===== src/hdl/alu_pkg.sv =====
package alu_pkg;

  localparam int XLEN = 64;

  // operation codes, anything unlisted returns 0 with no flag write
  typedef enum logic [4:0] {
    OP_ADD64 = 5'd0,
    OP_ADD32 = 5'd1,
    OP_SUB64 = 5'd2,
    OP_SUB32 = 5'd3,
    OP_AND64 = 5'd4,
    OP_AND32 = 5'd5,
    OP_OR64  = 5'd6,
    OP_OR32  = 5'd7,
    OP_XOR64 = 5'd8,
    OP_XOR32 = 5'd9,
    OP_MOV64 = 5'd10,
    OP_MOV32 = 5'd11,
    OP_ZXT8  = 5'd12,
    OP_ZXT16 = 5'd13,
    OP_SXT8  = 5'd14,
    OP_SXT16 = 5'd15,
    OP_SXT32 = 5'd16,
    OP_CMOV  = 5'd17,
    OP_CSET  = 5'd18,
    OP_CSAND = 5'd19,
    OP_CSOR  = 5'd20
  } alu_op_t;

  // x86 style conditions, odd codes are the inverse of the even ones
  typedef enum logic [3:0] {
    Z   = 4'd0,
    NZ  = 4'd1,
    S   = 4'd2,
    NS  = 4'd3,
    UGT = 4'd4,
    ULE = 4'd5,
    UGE = 4'd6,
    ULT = 4'd7,
    SGT = 4'd8,
    SLE = 4'd9,
    SGE = 4'd10,
    SLT = 4'd11,
    O   = 4'd12,
    NO  = 4'd13,
    P   = 4'd14,
    NP  = 4'd15
  } cond_t;

  typedef struct packed {
    logic c;
    logic o;
    logic a;
    logic s;
    logic z;
    logic p;
  } flags_t;

  typedef enum logic [1:0] {
    FC_NONE  = 2'd0,
    FC_ADD   = 2'd1,
    FC_SUB   = 2'd2,
    FC_LOGIC = 2'd3
  } flag_class_t;

endpackage


===== src/hdl/alu_exec_if.sv =====
`timescale 1ns/1ps

interface alu_exec_if;

  logic                       valid;
  logic                       width32;
  alu_pkg::flag_class_t       fclass;
  logic [alu_pkg::XLEN-1:0]   value;    // already masked for 32-bit ops
  logic                       carry4;
  logic                       carry32;
  logic                       carry64;
  logic                       ovf32;
  logic                       ovf64;

  modport exec (
    output valid, width32, fclass, value,
    output carry4, carry32, carry64, ovf32, ovf64
  );

  modport retire (
    input valid, width32, fclass, value,
    input carry4, carry32, carry64, ovf32, ovf64
  );

endinterface


===== src/hdl/alu_adder.sv =====
`timescale 1ns/1ps

module alu_adder (
  input  logic [alu_pkg::XLEN-1:0] src_a,
  input  logic [alu_pkg::XLEN-1:0] src_b,
  input  logic                     sub,
  output logic [alu_pkg::XLEN-1:0] sum,
  output logic                     carry4,
  output logic                     carry32,
  output logic                     carry64,
  output logic                     ovf32,
  output logic                     ovf64
);

  localparam int HI_W = alu_pkg::XLEN - 32;

  logic [alu_pkg::XLEN-1:0] b_eff;
  logic [4:0]               nib_sum;   // bits 3:0 plus carry
  logic [28:0]              mid_sum;   // bits 31:4 plus carry
  logic [HI_W:0]            hi_sum;    // bits 63:32 plus carry

  // a - b as a + ~b + 1
  assign b_eff = sub ? ~src_b : src_b;

  // split so the nibble and dword carries fall out directly
  assign nib_sum = {1'b0, src_a[3:0]} + {1'b0, b_eff[3:0]} + {4'b0, sub};
  assign mid_sum = {1'b0, src_a[31:4]} + {1'b0, b_eff[31:4]} + {28'b0, nib_sum[4]};
  assign hi_sum  = {1'b0, src_a[alu_pkg::XLEN-1:32]} + {1'b0, b_eff[alu_pkg::XLEN-1:32]}
                 + {{HI_W{1'b0}}, mid_sum[28]};

  assign sum     = {hi_sum[HI_W-1:0], mid_sum[27:0], nib_sum[3:0]};
  assign carry4  = nib_sum[4];
  assign carry32 = mid_sum[28];
  assign carry64 = hi_sum[HI_W];

  // same sign in, other sign out
  assign ovf32 = (src_a[31] == b_eff[31]) && (sum[31] != src_a[31]);
  assign ovf64 = (src_a[alu_pkg::XLEN-1] == b_eff[alu_pkg::XLEN-1])
              && (sum[alu_pkg::XLEN-1] != src_a[alu_pkg::XLEN-1]);

endmodule


===== src/hdl/alu_cond_eval.sv =====
`timescale 1ns/1ps

module alu_cond_eval (
  input  alu_pkg::flags_t flags,
  input  alu_pkg::cond_t  cond,
  output logic            take
);

  logic sx;  // signed less-than

  assign sx = flags.s ^ flags.o;

  always_comb begin
    take = 1'b0;
    case (cond)
      alu_pkg::Z:   take = flags.z;
      alu_pkg::NZ:  take = ~flags.z;
      alu_pkg::S:   take = flags.s;
      alu_pkg::NS:  take = ~flags.s;
      alu_pkg::UGT: take = ~(flags.c | flags.z);
      alu_pkg::ULE: take = flags.c | flags.z;
      alu_pkg::UGE: take = ~flags.c;
      alu_pkg::ULT: take = flags.c;
      alu_pkg::SGT: take = ~(sx | flags.z);
      alu_pkg::SLE: take = sx | flags.z;
      alu_pkg::SGE: take = ~sx;
      alu_pkg::SLT: take = sx;
      alu_pkg::O:   take = flags.o;
      alu_pkg::NO:  take = ~flags.o;
      alu_pkg::P:   take = flags.p;
      alu_pkg::NP:  take = ~flags.p;
      default:      take = 1'b0;
    endcase
  end

endmodule


===== src/hdl/alu_datapath.sv =====
`timescale 1ns/1ps

module alu_datapath (
  input  logic                     in_valid,
  input  alu_pkg::alu_op_t         op,
  input  alu_pkg::cond_t           cond,
  input  alu_pkg::flags_t          flags_in,
  input  logic [alu_pkg::XLEN-1:0] src_a,
  input  logic [alu_pkg::XLEN-1:0] src_b,
  input  logic                     add_en,
  input  logic                     sub,
  input  logic [1:0]               logic_sel,
  input  logic                     width32,
  input  alu_pkg::flag_class_t     fclass,
  alu_exec_if.exec                 exec
);

  localparam int XLEN = alu_pkg::XLEN;

  logic [XLEN-1:0] sum;
  logic            carry4;
  logic            carry32;
  logic            carry64;
  logic            ovf32;
  logic            ovf64;
  logic            take;
  logic [XLEN-1:0] logic_val;
  logic [XLEN-1:0] raw;

  alu_adder u_adder (
    .src_a   (src_a),
    .src_b   (src_b),
    .sub     (sub),
    .sum     (sum),
    .carry4  (carry4),
    .carry32 (carry32),
    .carry64 (carry64),
    .ovf32   (ovf32),
    .ovf64   (ovf64)
  );

  alu_cond_eval u_cond (
    .flags (flags_in),
    .cond  (cond),
    .take  (take)
  );

  always_comb begin
    case (logic_sel)
      2'd1:    logic_val = src_a & src_b;
      2'd2:    logic_val = src_a | src_b;
      2'd3:    logic_val = src_a ^ src_b;
      default: logic_val = '0;
    endcase
  end

  always_comb begin
    if (add_en) begin
      raw = sum;
    end else if (logic_sel != 2'd0) begin
      raw = logic_val;
    end else begin
      case (op)
        alu_pkg::OP_MOV64, alu_pkg::OP_MOV32: raw = src_b;
        alu_pkg::OP_ZXT8:  raw = {{(XLEN-8){1'b0}}, src_b[7:0]};
        alu_pkg::OP_ZXT16: raw = {{(XLEN-16){1'b0}}, src_b[15:0]};
        alu_pkg::OP_SXT8:  raw = {{(XLEN-8){src_b[7]}}, src_b[7:0]};
        alu_pkg::OP_SXT16: raw = {{(XLEN-16){src_b[15]}}, src_b[15:0]};
        alu_pkg::OP_SXT32: raw = {{(XLEN-32){src_b[31]}}, src_b[31:0]};
        alu_pkg::OP_CMOV:  raw = take ? src_b : src_a;
        alu_pkg::OP_CSET:  raw = {{(XLEN-1){1'b0}}, take};
        alu_pkg::OP_CSAND: raw = {{(XLEN-1){1'b0}}, take & src_a[0]};
        alu_pkg::OP_CSOR:  raw = {{(XLEN-1){1'b0}}, take | src_a[0]};
        default:           raw = '0;
      endcase
    end
  end

  // 32-bit ops zero-extend into the upper half
  assign exec.value   = width32 ? {{(XLEN-32){1'b0}}, raw[31:0]} : raw;
  assign exec.valid   = in_valid;
  assign exec.width32 = width32;
  assign exec.fclass  = fclass;
  assign exec.carry4  = carry4;
  assign exec.carry32 = carry32;
  assign exec.carry64 = carry64;
  assign exec.ovf32   = ovf32;
  assign exec.ovf64   = ovf64;

endmodule


===== src/hdl/alu_decode.sv =====
`timescale 1ns/1ps

module alu_decode (
  input  alu_pkg::alu_op_t     op,
  input  logic                 set_flags,
  output logic                 add_en,
  output logic                 sub,
  output logic [1:0]           logic_sel,  // 0 none, 1 and, 2 or, 3 xor
  output logic                 width32,
  output alu_pkg::flag_class_t fclass
);

  alu_pkg::flag_class_t op_class;

  always_comb begin
    add_en    = 1'b0;
    sub       = 1'b0;
    logic_sel = 2'd0;
    width32   = 1'b0;
    op_class  = alu_pkg::FC_NONE;
    case (op)
      alu_pkg::OP_ADD64, alu_pkg::OP_ADD32: begin
        add_en   = 1'b1;
        op_class = alu_pkg::FC_ADD;
      end
      alu_pkg::OP_SUB64, alu_pkg::OP_SUB32: begin
        add_en   = 1'b1;
        sub      = 1'b1;
        op_class = alu_pkg::FC_SUB;
      end
      alu_pkg::OP_AND64, alu_pkg::OP_AND32: begin
        logic_sel = 2'd1;
        op_class  = alu_pkg::FC_LOGIC;
      end
      alu_pkg::OP_OR64, alu_pkg::OP_OR32: begin
        logic_sel = 2'd2;
        op_class  = alu_pkg::FC_LOGIC;
      end
      alu_pkg::OP_XOR64, alu_pkg::OP_XOR32: begin
        logic_sel = 2'd3;
        op_class  = alu_pkg::FC_LOGIC;
      end
      default: ;  // moves, extends and conditionals touch no flags
    endcase

    case (op)
      alu_pkg::OP_ADD32, alu_pkg::OP_SUB32, alu_pkg::OP_AND32,
      alu_pkg::OP_OR32, alu_pkg::OP_XOR32, alu_pkg::OP_MOV32:
        width32 = 1'b1;
      default: width32 = 1'b0;
    endcase
  end

  // flag update can be suppressed per op
  assign fclass = set_flags ? op_class : alu_pkg::FC_NONE;

endmodule


===== src/hdl/alu_retire.sv =====
`timescale 1ns/1ps

module alu_retire (
  input  logic                     clk,
  input  logic                     rst,
  alu_exec_if.retire               exec,
  output logic                     out_valid,
  output logic [alu_pkg::XLEN-1:0] result,
  output alu_pkg::flags_t          flags_out,
  output logic                     flags_we
);

  logic            zero;
  logic            sign;
  logic            parity;
  logic            carry;
  logic            ovf;
  logic            we;
  alu_pkg::flags_t flag_word;

  assign zero   = exec.width32 ? (exec.value[31:0] == 32'b0) : (exec.value == '0);
  assign sign   = exec.width32 ? exec.value[31] : exec.value[alu_pkg::XLEN-1];
  assign parity = ~^exec.value[7:0];  // even count of ones in low byte

  assign carry = exec.width32 ? exec.carry32 : exec.carry64;
  assign ovf   = exec.width32 ? exec.ovf32 : exec.ovf64;

  always_comb begin
    flag_word = '0;
    case (exec.fclass)
      alu_pkg::FC_ADD: begin
        flag_word.c = carry;
        flag_word.a = exec.carry4;
        flag_word.o = ovf;
      end
      alu_pkg::FC_SUB: begin
        flag_word.c = ~carry;        // borrow
        flag_word.a = ~exec.carry4;
        flag_word.o = ovf;
      end
      default: ;  // logic ops leave c, o, a clear
    endcase

    if (exec.fclass != alu_pkg::FC_NONE) begin
      flag_word.s = sign;
      flag_word.z = zero;
      flag_word.p = parity;
    end
  end

  assign we = exec.valid && (exec.fclass != alu_pkg::FC_NONE);

  always_ff @(posedge clk) begin
    if (rst) begin
      out_valid <= 1'b0;
      flags_we  <= 1'b0;
      result    <= '0;
      flags_out <= '0;
    end else begin
      out_valid <= exec.valid;
      flags_we  <= we;
      result    <= exec.value;
      flags_out <= flag_word;
    end
  end

endmodule


===== src/hdl/alu_top.sv =====
`timescale 1ns/1ps

module alu_top (
  input  logic                     clk,
  input  logic                     rst,
  input  logic                     in_valid,
  input  alu_pkg::alu_op_t         op,
  input  alu_pkg::cond_t           cond,
  input  logic                     set_flags,
  input  logic [alu_pkg::XLEN-1:0] src_a,
  input  logic [alu_pkg::XLEN-1:0] src_b,
  input  alu_pkg::flags_t          flags_in,
  output logic                     out_valid,
  output logic [alu_pkg::XLEN-1:0] result,
  output alu_pkg::flags_t          flags_out,
  output logic                     flags_we
);

  logic                 add_en;
  logic                 sub;
  logic [1:0]           logic_sel;
  logic                 width32;
  alu_pkg::flag_class_t fclass;

  alu_exec_if exec_bus ();

  alu_decode u_decode (
    .op        (op),
    .set_flags (set_flags),
    .add_en    (add_en),
    .sub       (sub),
    .logic_sel (logic_sel),
    .width32   (width32),
    .fclass    (fclass)
  );

  alu_datapath u_datapath (
    .in_valid  (in_valid),
    .op        (op),
    .cond      (cond),
    .flags_in  (flags_in),
    .src_a     (src_a),
    .src_b     (src_b),
    .add_en    (add_en),
    .sub       (sub),
    .logic_sel (logic_sel),
    .width32   (width32),
    .fclass    (fclass),
    .exec      (exec_bus.exec)
  );

  alu_retire u_retire (
    .clk       (clk),
    .rst       (rst),
    .exec      (exec_bus.retire),
    .out_valid (out_valid),
    .result    (result),
    .flags_out (flags_out),
    .flags_we  (flags_we)
  );

endmodule


===== config.mk =====
export PLATFORM = sky130hd
export DESIGN_NAME = alu_top
export DESIGN_NICKNAME = d
export VERILOG_FILES = /design/src/hdl/alu_pkg.sv /design/src/hdl/alu_exec_if.sv /design/src/hdl/alu_adder.sv /design/src/hdl/alu_cond_eval.sv /design/src/hdl/alu_datapath.sv /design/src/hdl/alu_decode.sv /design/src/hdl/alu_retire.sv /design/src/hdl/alu_top.sv
export SDC_FILE = /design/constraint.sdc
export NUM_CORES = 1
export LEC_CHECK = 0
export BUFFER_PORTS_ARGS = -buffer_cell sky130_fd_sc_hd__buf_4
export CAP_MARGIN = 20
export CORE_ASPECT_RATIO = 1.4
export CORE_MARGIN = 2
export CORE_UTILIZATION = 63
export CTS_CLUSTER_SIZE = 25
export DETAILED_ROUTE_END_ITERATION = 6
export HOLD_SLACK_MARGIN = 0.1
export PLACE_DENSITY = 0.89
export SLEW_MARGIN = 5
export SYNTH_ARGS = -nofsm -noshare
export SYNTH_HDL_FRONTEND = slang
export SYNTH_HIERARCHICAL = 1
export SYNTH_SLANG_ARGS = --single-unit

===== constraint.sdc =====
create_clock -name clk -period 15.1 [get_ports clk]
set_clock_uncertainty 0.1 [all_clocks]
set_input_delay 2.265 -clock clk [delete_from_list [all_inputs] [get_ports clk]]
set_output_delay 2.265 -clock clk [all_outputs]
set_load 0.05 [all_outputs]

After elaboration in Yosys (flattened, before gate mapping)
Index checks and enable logic that the tools add are counted.
{"block": "word_totals", "register_bits": 72, "out_inout_bits": 72, "input_bits": 147}
{"block": "op_classes", "mux": 19, "n_bitwise": 20, "reduce_logical": 20, "n_addsub": 6, "n_eq_ne": 44}
{"cell": "$pmux W64 S10", "n": 1}
{"cell": "$mux W64", "n": 5}
{"cell": "$pmux W64 S3", "n": 1}
{"cell": "$and A64 B64 Y64", "n": 1}
{"cell": "$logic_not A64 Y1", "n": 1}
{"cell": "$not A64 Y64", "n": 1}
{"cell": "$or A64 B64 Y64", "n": 1}
{"cell": "$xor A64 B64 Y64", "n": 1}
{"cell": "$eq A5 B4 Y1 const B", "n": 8}
{"cell": "$add A32 B32 Y33", "n": 1}
{"cell": "$add A33 B1 Y33", "n": 1}
{"cell": "$eq A4 B4 Y1 const B", "n": 8}
{"cell": "$logic_not A32 Y1", "n": 1}
{"cell": "$add A28 B28 Y29", "n": 1}
{"cell": "$add A29 B1 Y29", "n": 1}
{"cell": "$eq A5 B5 Y1 const B", "n": 5}
{"cell": "$eq A5 B3 Y1 const B", "n": 4}
{"cell": "$eq A4 B3 Y1 const B", "n": 4}
{"cell": "$pmux W1 S16", "n": 1}
{"cell": "$reduce_or A2 Y1", "n": 7}
{"cell": "$pmux W2 S3", "n": 2}
{"cell": "$reduce_or A6 Y1", "n": 2}
{"cell": "$not A1 Y1", "n": 11}
{"cell": "$eq A5 B2 Y1 const B", "n": 2}
{"cell": "21 further kinds", "n": 38}

Depth between registers and ports, before layout
Gate-level depths: netlist of the first run.
{"block": "logic_depth", "word_depth": 12, "depth_mapped": 40, "ltp_nobuf": 38}

Hierarchy
Netlist of the first run, hierarchy kept.
{"mod": "alu_datapath", "area_per_inst_um2": 5921.9, "cells_per_inst": 801, "seq_area_each_um2": 0.0, "instances": 1}
{"mod": "alu_adder", "area_per_inst_um2": 3796.1, "cells_per_inst": 512, "seq_area_each_um2": 0.0, "instances": 1}
{"mod": "alu_retire", "area_per_inst_um2": 2260.9, "cells_per_inst": 201, "seq_area_each_um2": 1441.4, "instances": 1}
{"mod": "alu_decode", "area_per_inst_um2": 102.6, "cells_per_inst": 15, "seq_area_each_um2": 0.0, "instances": 1}
{"mod": "alu_cond_eval", "area_per_inst_um2": 97.6, "cells_per_inst": 13, "seq_area_each_um2": 0.0, "instances": 1}

Worst setup path after synthesis of the first run
Ideal clock, no wire load.
{"block": "synth_path", "path_kind": "input-to-reg", "start": "in op[2]", "end": "reg u_retire/flags_out[1] (netlist name)", "t_required_ns": 14.885, "path_slack_ns": 5.376, "arrival_time_ns": 9.508, "cell_stages": 40, "setup_time_ns": 0.115, "path_cell_list": "buf_6 -> nor3_1 -> and2_1 -> clkbuf_1 -> clkbuf_1 -> xor2_1 -> ha_1 -> nor2b_1 -> o21ai_0 -> nand2b_1 -> inv_1 -> fa_1 -> fa_1 -> nor2b_1 -> o31a_1 -> o311a_1 -> nor3b_2 -> o21ai_2 -> [... 4 more ...] -> fa_1 -> inv_1 -> fa_1 -> nor2b_1 -> o211ai_1 -> a31oi_1 -> o41ai_1 -> o21ai_1 -> a21oi_1 -> o21bai_1 -> a41o_1 -> xor2_1 -> nor2b_1 -> nor3_2 -> nor4_1 -> and4_1 -> a21oi_1 -> nor3_2"}
{"block": "synth_via", "word_cells_on_any_way": 58}
{"element": "from (decl)", "line": "alu_top.sv:7", "text": "input alu_pkg::alu_op_t op,"}
{"element": "$eq A5 B2 Y1 (tied with other cells)", "line": "alu_decode.sv:21", "text": "case (op)"}
{"element": "$reduce_or A4 Y1 (no source line) (*)"}
{"element": "$mux W1 (*)", "line": "alu_decode.sv:21"}
{"element": "via add_en", "line": "alu_top.sv:19", "text": "logic add_en;"}
{"element": "$mux W64 (*)", "line": "alu_datapath.sv:58", "text": "if (add_en) begin"}
{"element": "$mux W64 (*)", "line": "alu_datapath.sv:80", "text": "assign exec.value = width32 ? {{(XLEN-32){1'b0}}, raw[31:0]} : raw;"}
{"element": "via exec_bus.value, one bit", "line": "alu_exec_if.sv:8", "text": "logic [alu_pkg::XLEN-1:0] value;"}
{"element": "$logic_not A64 Y1 (*)", "line": "alu_retire.sv:21", "text": "assign zero = exec.width32 ? (exec.value[31:0] == 32'b0) : (exec.value == '0);"}
{"element": "$mux W1 (*)", "line": "alu_retire.sv:21"}
Mark *: on every way through the listed nets, which the timed path passes. The rest lies on a longest branch.
A chain may end at the register's enable or synchronous reset.

Worst setup path after layout of the first run
{"block": "layout_path", "start": "in op[2]", "end": "reg u_retire/flags_out[1] (netlist name)"}
{"block": "layout_via", "word_cells_on_any_way": 58}
{"element": "$eq A5 B2 Y1 (tied with other cells)", "line": "alu_decode.sv:21"}
{"element": "$reduce_or A4 Y1 (no source line) (*)"}
{"element": "$mux W1 (*)", "line": "alu_decode.sv:21"}
{"element": "via add_en", "line": "alu_top.sv:19"}
{"element": "$mux W64 (*)", "line": "alu_datapath.sv:58"}
{"element": "$mux W64 (*)", "line": "alu_datapath.sv:80"}
{"element": "via exec_bus.value, one bit", "line": "alu_exec_if.sv:8"}
{"element": "$logic_not A64 Y1 (*)", "line": "alu_retire.sv:21"}
{"element": "$mux W1 (*)", "line": "alu_retire.sv:21"}
Marks and branches as above.

==> results of run 1 <==
==> metrics by stage <==
stage               setup WS (ns)  instances
detailed placement          4.376       1925
floorplan                   5.376       1542
global route                4.088       1941
finish                      4.500       1941
global placement            4.532       1925
CTS                         4.702       1941
==> layout make-up <==
| class | count | area [um^2] | share of cell area |
|---|---|---|---|
| Sequential cell | 72 | 1441 | 0.1027 |
| Clock inverter | 7 | 65.06 | 0.004635 |
| Clock buffer | 9 | 225.2 | 0.01605 |
| Inverter | 179 | 671.9 | 0.04787 |
| Multi-Input combinational cell | 1197 | 9603 | 0.6842 |
| Timing Repair Buffer | 229 | 1719 | 0.1225 |
| Tap cell | 248 | 310.3 | 0.02211 |
==> worst max-delay path by stage <==
stage          slack [ns]  cells after the start  startpoint                    end
3_3_place_gp         4.53                     39       op[2]  u_retire/flags_out[1]
2_1_floorplan        5.38                     40       op[2]  u_retire/flags_out[1]
5_1_grt              4.09                     39       op[2]  u_retire/flags_out[1]
4_1_cts              4.70                     39       op[2]  u_retire/flags_out[1]
3_5_place_dp         4.38                     39       op[2]  u_retire/flags_out[1]
6_report             4.50                     39       op[2]  u_retire/flags_out[1]
==> power groups by stage <==
stage	logic, mW	clock network (mW)	registers (mW)
after CTS	0.490	0.223	0.205
after global routing	0.539	0.226	0.206
final	0.500	0.220	0.205
after floorplan	0.306	0	0.249
after detailed placement	0.485	0	0.209
after global placement	0.469	0	0.209
==> critical path: cells and delay by family <==
family,cells,cell delay (ns)
buffers and inverters,4,0.44
adder cells (fa/ha/maj),5,1.91
AO/OA/AOI/OAI,16,3.60
AND/OR/NAND/NOR,12,2.11
XOR/XNOR,2,0.38
==> cell families (layout without fill, tap and decap cells) <==
kind of cell    count (synthesis)  after routing
simple gates                  410            410
compound gates                388            388
fa+ha+maj                     201            201
buf+inv                       273            424
mux                            72             72
xor+xnor                      126            126
flops                          72             72
==> cell usage after synthesis, drive strengths merged (7+ instances only) <==
| cell | n | area (um^2) |
|---|---|---|
| a221oi | 24 | 304.1 |
| a21oi | 77 | 389.1 |
| nand4 | 10 | 62.56 |
| inv | 179 | 671.9 |
| nand2 | 100 | 375.4 |
| o21a | 9 | 67.56 |
| ha | 196 | 2452 |
| dfxtp | 72 | 1441 |
| clkbuf | 42 | 157.7 |
| nor3 | 53 | 301.5 |
| nor2 | 76 | 285.3 |
| a21o | 36 | 270.3 |
| a2bb2oi | 7 | 61.31 |
| a211oi | 47 | 372.9 |
| o21bai | 7 | 60.06 |
| a31oi | 9 | 62.56 |
| buf | 52 | 345.3 |
| o22ai | 9 | 62.56 |
| mux2i | 8 | 80.08 |
| a221o | 45 | 450.4 |
| xor2 | 86 | 753.2 |
| nor4 | 16 | 100.1 |
| xnor2 | 40 | 350.3 |
| nand2b | 14 | 90.09 |
| mux2 | 64 | 720.7 |
| o21ai | 72 | 375.4 |
| nor2b | 96 | 603.1 |
| nand3 | 12 | 60.06 |
| o221ai | 8 | 70.07 |
==> registers in the layout, indices dropped and copies added (netlist names) <==
| register | flops |
|---|---|
| u_retire/result | 64 |
| u_retire/flags_out | 6 |
| u_retire/flags_we | 1 |
| u_retire/out_valid | 1 |
==> per-layer routing <==
layer	wire length, um	GRT usage
met5	0	0
met4	2026	0.2369
met3	2734	0.06098
met2	18740	0.6309
met1	13310	0.3624
==> flow_summary.yaml, run 1 <==
outcome:
  status: "finished with violations"
  failed_checks: "design-rule violations"
synth:
  synthArstFlopShare: 0
  synth-xor-area-share: 0.09061
  synth_top_family_by_area: "compound AO/OA/AOI/OAI gates"
  synth_edf_count: 0
  synth_fp_nets: 1890
  syn_area_per_cell_um2: 7.898
  yosys_most_used_dff: "dfxtp_1"
  seq_area_frac_synth: 0.1183
  yosys.area_share.simple: 0.1785
  muxShareOfSynthArea: 0.06575
  syn-cell-area_um2: 12180
  synth-seq-cells: 72
  netlist_instances: 1542
  yosysWarnings: 6
  synth_adder_area_share: 0.2096
  synth_compound_area_frac: 0.2407
  synth_cell_type_count: 83
clocking:
  cts_resized: 0
  root_buffer: "clkbuf_16"
  clock_path_buffers: 2
  htreeDepth: 3
  clk_pin_slew_worst_paths_ns: 0.07
  numCtsBuffers: 9
  cts_tree: "done"
  cts.sinks: 72
  ctsHoldBuffers: 0
  post_cts_buffers: 0
global_route:
  overflow: 0
  grt_first_pass_wirelength_um: 57940
  grt_max_degree: 104
  antenna_found_initial: 0
  track_usage: 0.3490
  grt_pass1_vias: 12337
floorplanning:
  dieWidth_um: 121.5
  core_um2: 19070
  die_y_um: 168.5
  rows: 60
  dieArea_um2: 20480
  io_pins: 219
  start_util: 0.6387
min_path:
  hold_path.class: "primary input to flip-flop"
  min-delay-start: "in_valid"
  holdPathEnd: "u_retire/flags_we"
  hold_depth: 2
placement:
  placed_area_um2: 13750
  place_hpwl_um: 25730
  gp_congestion: 0.9272
  port_buffers: 217
pwr:
  sw_frac_of_total: 0.4390
  switchingPower_mw: 0.4063
  power_frac_seq: 0.221
  total_power_mw: 0.9256
  p_leak_nw: 7.071
  p_comb_frac: 0.541
  irDropWorstVdd_v: 0.00005275
  p_per_area_nw_per_um2: 65.95
  p_int_mw: 0.5193
  clock_power_share: 0.238
timing:
  hold_violations: 0
  rsz0062_at_grt: "no"
  period_share: 0.7020
  finalSetupViolations: 0
  worst_pin_slew_ns: 1.051
  fmax_mhz: 94.34
  hold_slack_ns: 2.022
  finalCriticalPeriod_ns: 10.60
  finalSetupTns_ns: 0
  max-slew-margin-rel: 0.2996
  drv_slew: 0
layout:
  post-route-util: 0.7361
  final_cell_mix: "229 x buf_4, 196 x ha_1, 179 x inv_1"
  final_nets: 2036
  final_common_cell: "buf_4"
  stdcell_area_um2: 14040
  fillers: 1488
  drive_gt1_frac: 0.2180
  diodes: 0
  area_growth_pct: 15.25
setup_path:
  max_stage_delay_ns: 0.43
  crit_path_max_fanout: 22
  arrival_ns: 10.74
  worst_setup_path_start_kind: "primary input"
  end_kind: "flip-flop"
  slowest_stage: "fa_1"
  timing_worst_setup_path_type: "primary input to flip-flop"
  crit_top_cell: "fa_1"
  crit_required_ns: 15.24
route:
  vias: 12346
  postRouteAntennaNets: 0
  finalWirelength_um: 36810
  dr.pass1.iters: 7
  drt_iter0_markers: 1061
  post-route-drc-count: 1
  avgRoutedWirePerCell_um: 18.96
  avgViaCountPerCell: 6.361
run:
  max-cap-violations: 0
(Power assumes the default switching activity.)
==> run 2, diff against run 1 <==
--- a/config.mk
+++ b/config.mk
@@ -9,11 +9,11 @@
 export CAP_MARGIN = 20
 export CORE_ASPECT_RATIO = 1.4
 export CORE_MARGIN = 2
-export CORE_UTILIZATION = 63
+export CORE_UTILIZATION = 53
 export CTS_CLUSTER_SIZE = 25
 export DETAILED_ROUTE_END_ITERATION = 6
 export HOLD_SLACK_MARGIN = 0.1
-export PLACE_DENSITY = 0.89
+export PLACE_DENSITY = 0.79
 export SLEW_MARGIN = 5
 export SYNTH_ARGS = -nofsm -noshare
 export SYNTH_HDL_FRONTEND = slang
==> constraint.sdc (replaced) <==
create_clock -name clk -period 8.9 [get_ports clk]
set_clock_uncertainty 0.1 [all_clocks]
set_input_delay 1.335 -clock clk [delete_from_list [all_inputs] [get_ports clk]]
set_output_delay 1.335 -clock clk [all_outputs]
set_load 0.05 [all_outputs]
==> run 2 against run 1 <==
- the flow now finishes without violations
- first-iteration DRC count down 33%
- worst setup slack got worse by 4.2 ns
- cell area rose by 2.5%
- flip-flop and latch count unchanged
- core utilization is 9.7 points lower
- non-clock buffer count rose by 32
- count of clock-buffer cells in the layout did not move
- largest power group unchanged
==> flow_summary.yaml, run 2 (synthesis gave the netlist of run 1 again) <==
layout:
  final_common_cell: "buf_4"
  drive_gt1_frac: 0.2377
  fillers: 1990
  seq_area_um2: 1441
  top_register: "u_retire/result"
  multi_input_area_um2: 9648
  largest_reg_flops: 64
  final_cell_mix: "261 x buf_4, 196 x ha_1, 179 x inv_1"
  final_cells: 2027
  area_growth_pct: 18.13
  post-route-util: 0.6387
  final_nets: 2068
  largestRegisters: "u_retire/result: 64 flops, u_retire/flags_out: 6 flops"
setup_path:
  crit_required_ns: 9.08
  slowest_stage: "fa_1"
  critPathBufInv: 5
  max_stage_delay_ns: 0.43
  crit_family: "compound AO/OA/AOI/OAI gates"
  worst_setup_path_start_kind: "primary input"
  arrival_ns: 8.76
  timing_worst_setup_path_type: "primary input to flip-flop"
  end_kind: "flip-flop"
  crit_start: "op[4]"
  crit_path_max_fanout: 4
floorplanning:
  io_pins: 219
  dieArea_um2: 24230
  rows: 65
  die_y_um: 183.4
  start_util: 0.5406
  dieWidth_um: 132.1
  core_um2: 22530
clocking:
  numCtsBuffers: 9
  cts.sinks: 72
  root_buffer: "clkbuf_16"
  cts_tree: "done"
  clk_pin_slew_worst_paths_ns: 0.06
  htreeDepth: 3
  clock_path_buffers: 2
route:
  postRouteAntennaNets: 0
  drt_iter0_markers: 714
  vias: 12149
  dr.pass1.iters: 7
  avgViaCountPerCell: 5.994
  finalWirelength_um: 37100
  avgRoutedWirePerCell_um: 18.30
  post-route-drc-count: 0
global_route:
  antenna_found_initial: 1
  overflow: 0
  track_usage: 0.2942
  grt_pass1_vias: 11992
  grt_first_pass_wirelength_um: 58050
  grt_max_degree: 98
min_path:
  min-delay-start: "in_valid"
  hold_path.class: "primary input to flip-flop"
pwr:
  irDropWorstVdd_v: 0.00009335
  p_leak_nw: 7.228
  p_per_area_nw_per_um2: 110.0
timing:
  worst_pin_slew_ns: 1.048
  fmax_mhz: 116.6
  finalCriticalPeriod_ns: 8.577
  drv_slew: 0
  final.setup.worst_slack_ns: 0.3231
  max-slew-margin-rel: 0.3012
  hold_violations: 0
  period_share: 0.9637
  hold_slack_ns: 1.090
  finalSetupViolations: 0
placement:
  place_ws_ns: -0.09106
  gp_congestion: 0.9488
  port_buffers: 217
  place_hpwl_um: 26900
  dp_cells: 2008
outcome:
  status: "completed"
run:
  max-cap-violations: 0
## run 2: cell types whose count changed in the layout (fill, tap and decap cells not counted), moves of 2 or more
cell	previous run	this run
buf_4	229	261
clkinvlp_4	1	3
nor4_1	16	14
fa_1	5	3
nor4_2	0	2
fa_2	0	2
clkinv_4	3	0
## run 2: cell type report
type / count / area share
multi-input cells: 1197 / 0.6706
repair buffers: 261 / 0.1362
flip-flops and latches: 72 / 0.1002
inverters: 179 / 0.04670
well taps: 301 / 0.02618
clock buffers: 9 / 0.01565
clock inverters: 7 / 0.004348
diodes: 1 / 0.0001739
## run 2: per-layer routing
| metal | vias up | GRT usage | share of wire |
|---|---|---|---|
| li1 | 5768 | - | - |
| met1 | 5754 | 0.3142 | 0.38 |
| met2 | 509 | 0.5458 | 0.51 |
| met3 | 118 | 0.04699 | 0.067 |
| met4 | 0 | 0.1687 | 0.050 |
| met5 | - | 0 | 0 |
## run 2: final timing paths
| check | to | slack (ns) | cells after the start |
|---|---|---|---|
| worst min-delay path | u_retire/flags_we | 1.09 | 2 |
| worst max-delay path | u_retire/flags_out[1] | 0.32 | 40 |
## run 2: metrics by stage
| step | power [mW] | instance area, um^2 | setup TNS [ns] |
|---|---|---|---|
| after global placement | 1.181 | 14040 | 0 |
| after global routing | 1.678 | 14390 | -0.01643 |
| after detailed placement | 1.201 | 14040 | -0.09106 |
| after CTS | 1.576 | 14330 | 0 |
| after floorplan | 0.9417 | 12180 | 0 |
| final | 1.583 | 14390 | 0 |
## run 2: report_power, final
part,internal [mW],total [mW],switching (mW),leakage (nW)
sequential,0.342,0.349,0.00692,0.587
clock,0.195,0.366,0.172,0.133
combinational,0.363,0.868,0.505,6.51
## run 2: what timing repair did
action,CTS,global route
setup buffers,0,2
setup endpoints to repair,0,1
resized for setup,0,9
hold buffers,0,0
==> run 3, diff against run 2 <==
--- a/config.mk
+++ b/config.mk
@@ -5,16 +5,15 @@
 export SDC_FILE = /design/constraint.sdc
 export NUM_CORES = 1
 export LEC_CHECK = 0
-export BUFFER_PORTS_ARGS = -buffer_cell sky130_fd_sc_hd__buf_4
 export CAP_MARGIN = 20
 export CORE_ASPECT_RATIO = 1.4
 export CORE_MARGIN = 2
-export CORE_UTILIZATION = 53
+export CORE_UTILIZATION = 61
 export CTS_CLUSTER_SIZE = 25
 export DETAILED_ROUTE_END_ITERATION = 6
+export DONT_BUFFER_PORTS = 1
 export HOLD_SLACK_MARGIN = 0.1
-export PLACE_DENSITY = 0.79
-export SLEW_MARGIN = 5
+export PLACE_DENSITY = 0.8
 export SYNTH_ARGS = -nofsm -noshare
 export SYNTH_HDL_FRONTEND = slang
 export SYNTH_HIERARCHICAL = 1
==> run 3 against run 2 <==
- combinational power down 23%
- first-iteration DRC count up 19%
- clock power rose by 14%
- final cell count shrank 14%
- largest cell class unchanged
- sequential power rose by 20%
- wire length is 4.9% lower
- non-clock buffer count fell by 224
- core utilization is 0.45 points higher
==> flow_summary.yaml, run 3 (synthesis gave the netlist of run 1 again) <==
global_route:
  track_usage: 0.3306
  antenna_found_initial: 0
  overflow: 0
  grt_pass1_vias: 11153
  grt_first_pass_wirelength_um: 55300
  grt_max_degree: 74
floorplanning:
  dieArea_um2: 21130
  start_util: 0.6185
  io_pins: 219
  die_y_um: 171.2
  dieWidth_um: 123.4
  rows: 61
  core_um2: 19690
route:
  post-route-drc-count: 0
  drt_iter0_markers: 852
  postRouteAntennaNets: 0
  finalWirelength_um: 35280
  avgViaCountPerCell: 6.420
  avgRoutedWirePerCell_um: 20.13
  dr.pass1.iters: 6
  vias: 11255
layout:
  final_common_cell: "ha_1"
  final_nets: 1844
  drive_gt1_frac: 0.1226
  largestRegisters: "u_retire/result: 64 flops, u_retire/flags_out: 6 flops"
  largest_reg_flops: 64
  area_growth_pct: 3.986
  final_cell_mix: "196 x ha_1, 179 x inv_1, 100 x nand2_1"
  top_register: "u_retire/result"
  diodes: 0
setup_path:
  crit_path_max_fanout: 13
  worst_setup_path_start_kind: "primary input"
  worstSetupEndpoint: "u_retire/flags_out[1]"
  slowest_stage: "fa_2"
  crit_top_cell: "buf_4"
  timing_worst_setup_path_type: "primary input to flip-flop"
  end_kind: "flip-flop"
  max_stage_delay_ns: 0.36
  arrival_ns: 8.56
  crit_required_ns: 9.10
  crit_start: "op[4]"
timing:
  finalSetupViolations: 0
  fmax_mhz: 119.6
  max-slew-margin-rel: 0.2899
  hold_violations: 0
  hold_slack_ns: 0.9322
  worst_pin_slew_ns: 1.059
  period_share: 0.9394
  finalSetupTns_ns: 0
  rsz0062_at_grt: "no"
  finalCriticalPeriod_ns: 8.360
  drv_slew: 0
clocking:
  clock_path_buffers: 2
  ctsHoldBuffers: 0
  clk_pin_slew_worst_paths_ns: 0.07
  numCtsBuffers: 9
  root_buffer: "clkbuf_16"
  htreeDepth: 3
  cts_tree: "done"
  cts.sinks: 72
placement:
  gp_congestion: 1.002
  port_buffers: 0
  place_hpwl_um: 25490
pwr:
  p_leak_nw: 6.136
  irDropWorstVdd_v: 0.0001041
  p_per_area_nw_per_um2: 118.8
min_path:
  hold_path.class: "primary input to flip-flop"
  min-delay-start: "rst"
run:
  max-cap-violations: 0
outcome:
  status: "completed"
## run 3: cell count changes in the layout (fill, tap and decap cells not counted), moves of 2 or more
cell	previous run	this run
buf_4	261	37
bufinv_16	0	2
clkinv_4	0	2
clkinvlp_4	3	1
inv_8	2	0
## run 3: worst min-delay path by stage
stage	slack [ns]	end	cells past startpoint
final	0.93	u_retire/result[19]	1
after global routing	0.93	u_retire/result[16]	1
after CTS	0.93	u_retire/result[19]	1
after detailed placement	1.32	u_retire/result[19]	1
after global placement	1.32	u_retire/result[14]	1
after floorplan	1.44	u_retire/flags_we	2
## run 3: timing repair
action,in CTS,in global routing
resized for setup,0,7
setup buffers,0,0
endpoints found under the setup margin,0,1
endpoints found under the hold margin,0,0
## run 3: stage by stage
step	area (um^2)	std cells	worst slack (ns)	util	power, mW
after detailed placement	12310	1737	0.005495	0.6251	1.075
after global placement	12310	1737	0.05562	0.6251	1.059
final	12660	1753	0.5396	0.6432	1.505
after floorplan	12180	1542	0.1062	-	0.9417
after CTS	12640	1753	0.3320	0.6418	1.498
after global routing	12660	1753	0.03746	0.6432	1.592
## run 3: final cells by class
type	count	area (um^2)
flip-flops and latches	72	1441
clock buffers	9	225.2
fillers	1699	7027
repair buffers	37	277.8
clock inverters	7	102.6
inverters	179	671.9
multi-input cells	1197	9630
well taps	252	315.3
## run 3: critical path, delay by kind of cell
| family | cells | cell delay (ns) |
|---|---|---|
| AO/OA/AOI/OAI | 16 | 3.31 |
| XOR/XNOR | 2 | 0.31 |
| adder cells (fa/ha/maj) | 4 | 1.09 |
| buffers and inverters | 5 | 0.77 |
| AND/OR/NAND/NOR | 11 | 1.72 |
## run 3: routing by layer
metal	vias up	part of all wire	track usage
li1	5333	-	-
met1	5318	0.36	0.3345
met2	457	0.50	0.5879
met3	147	0.075	0.08720
met4	0	0.066	0.2169
met5	-	0	0
## run 3: report_power, final
part,leakage [nW],total [mW],switching (mW),internal (mW)
clock network,0.157,0.418,0.170,0.248
registers,0.587,0.418,0.0761,0.342
logic,5.39,0.668,0.374,0.294
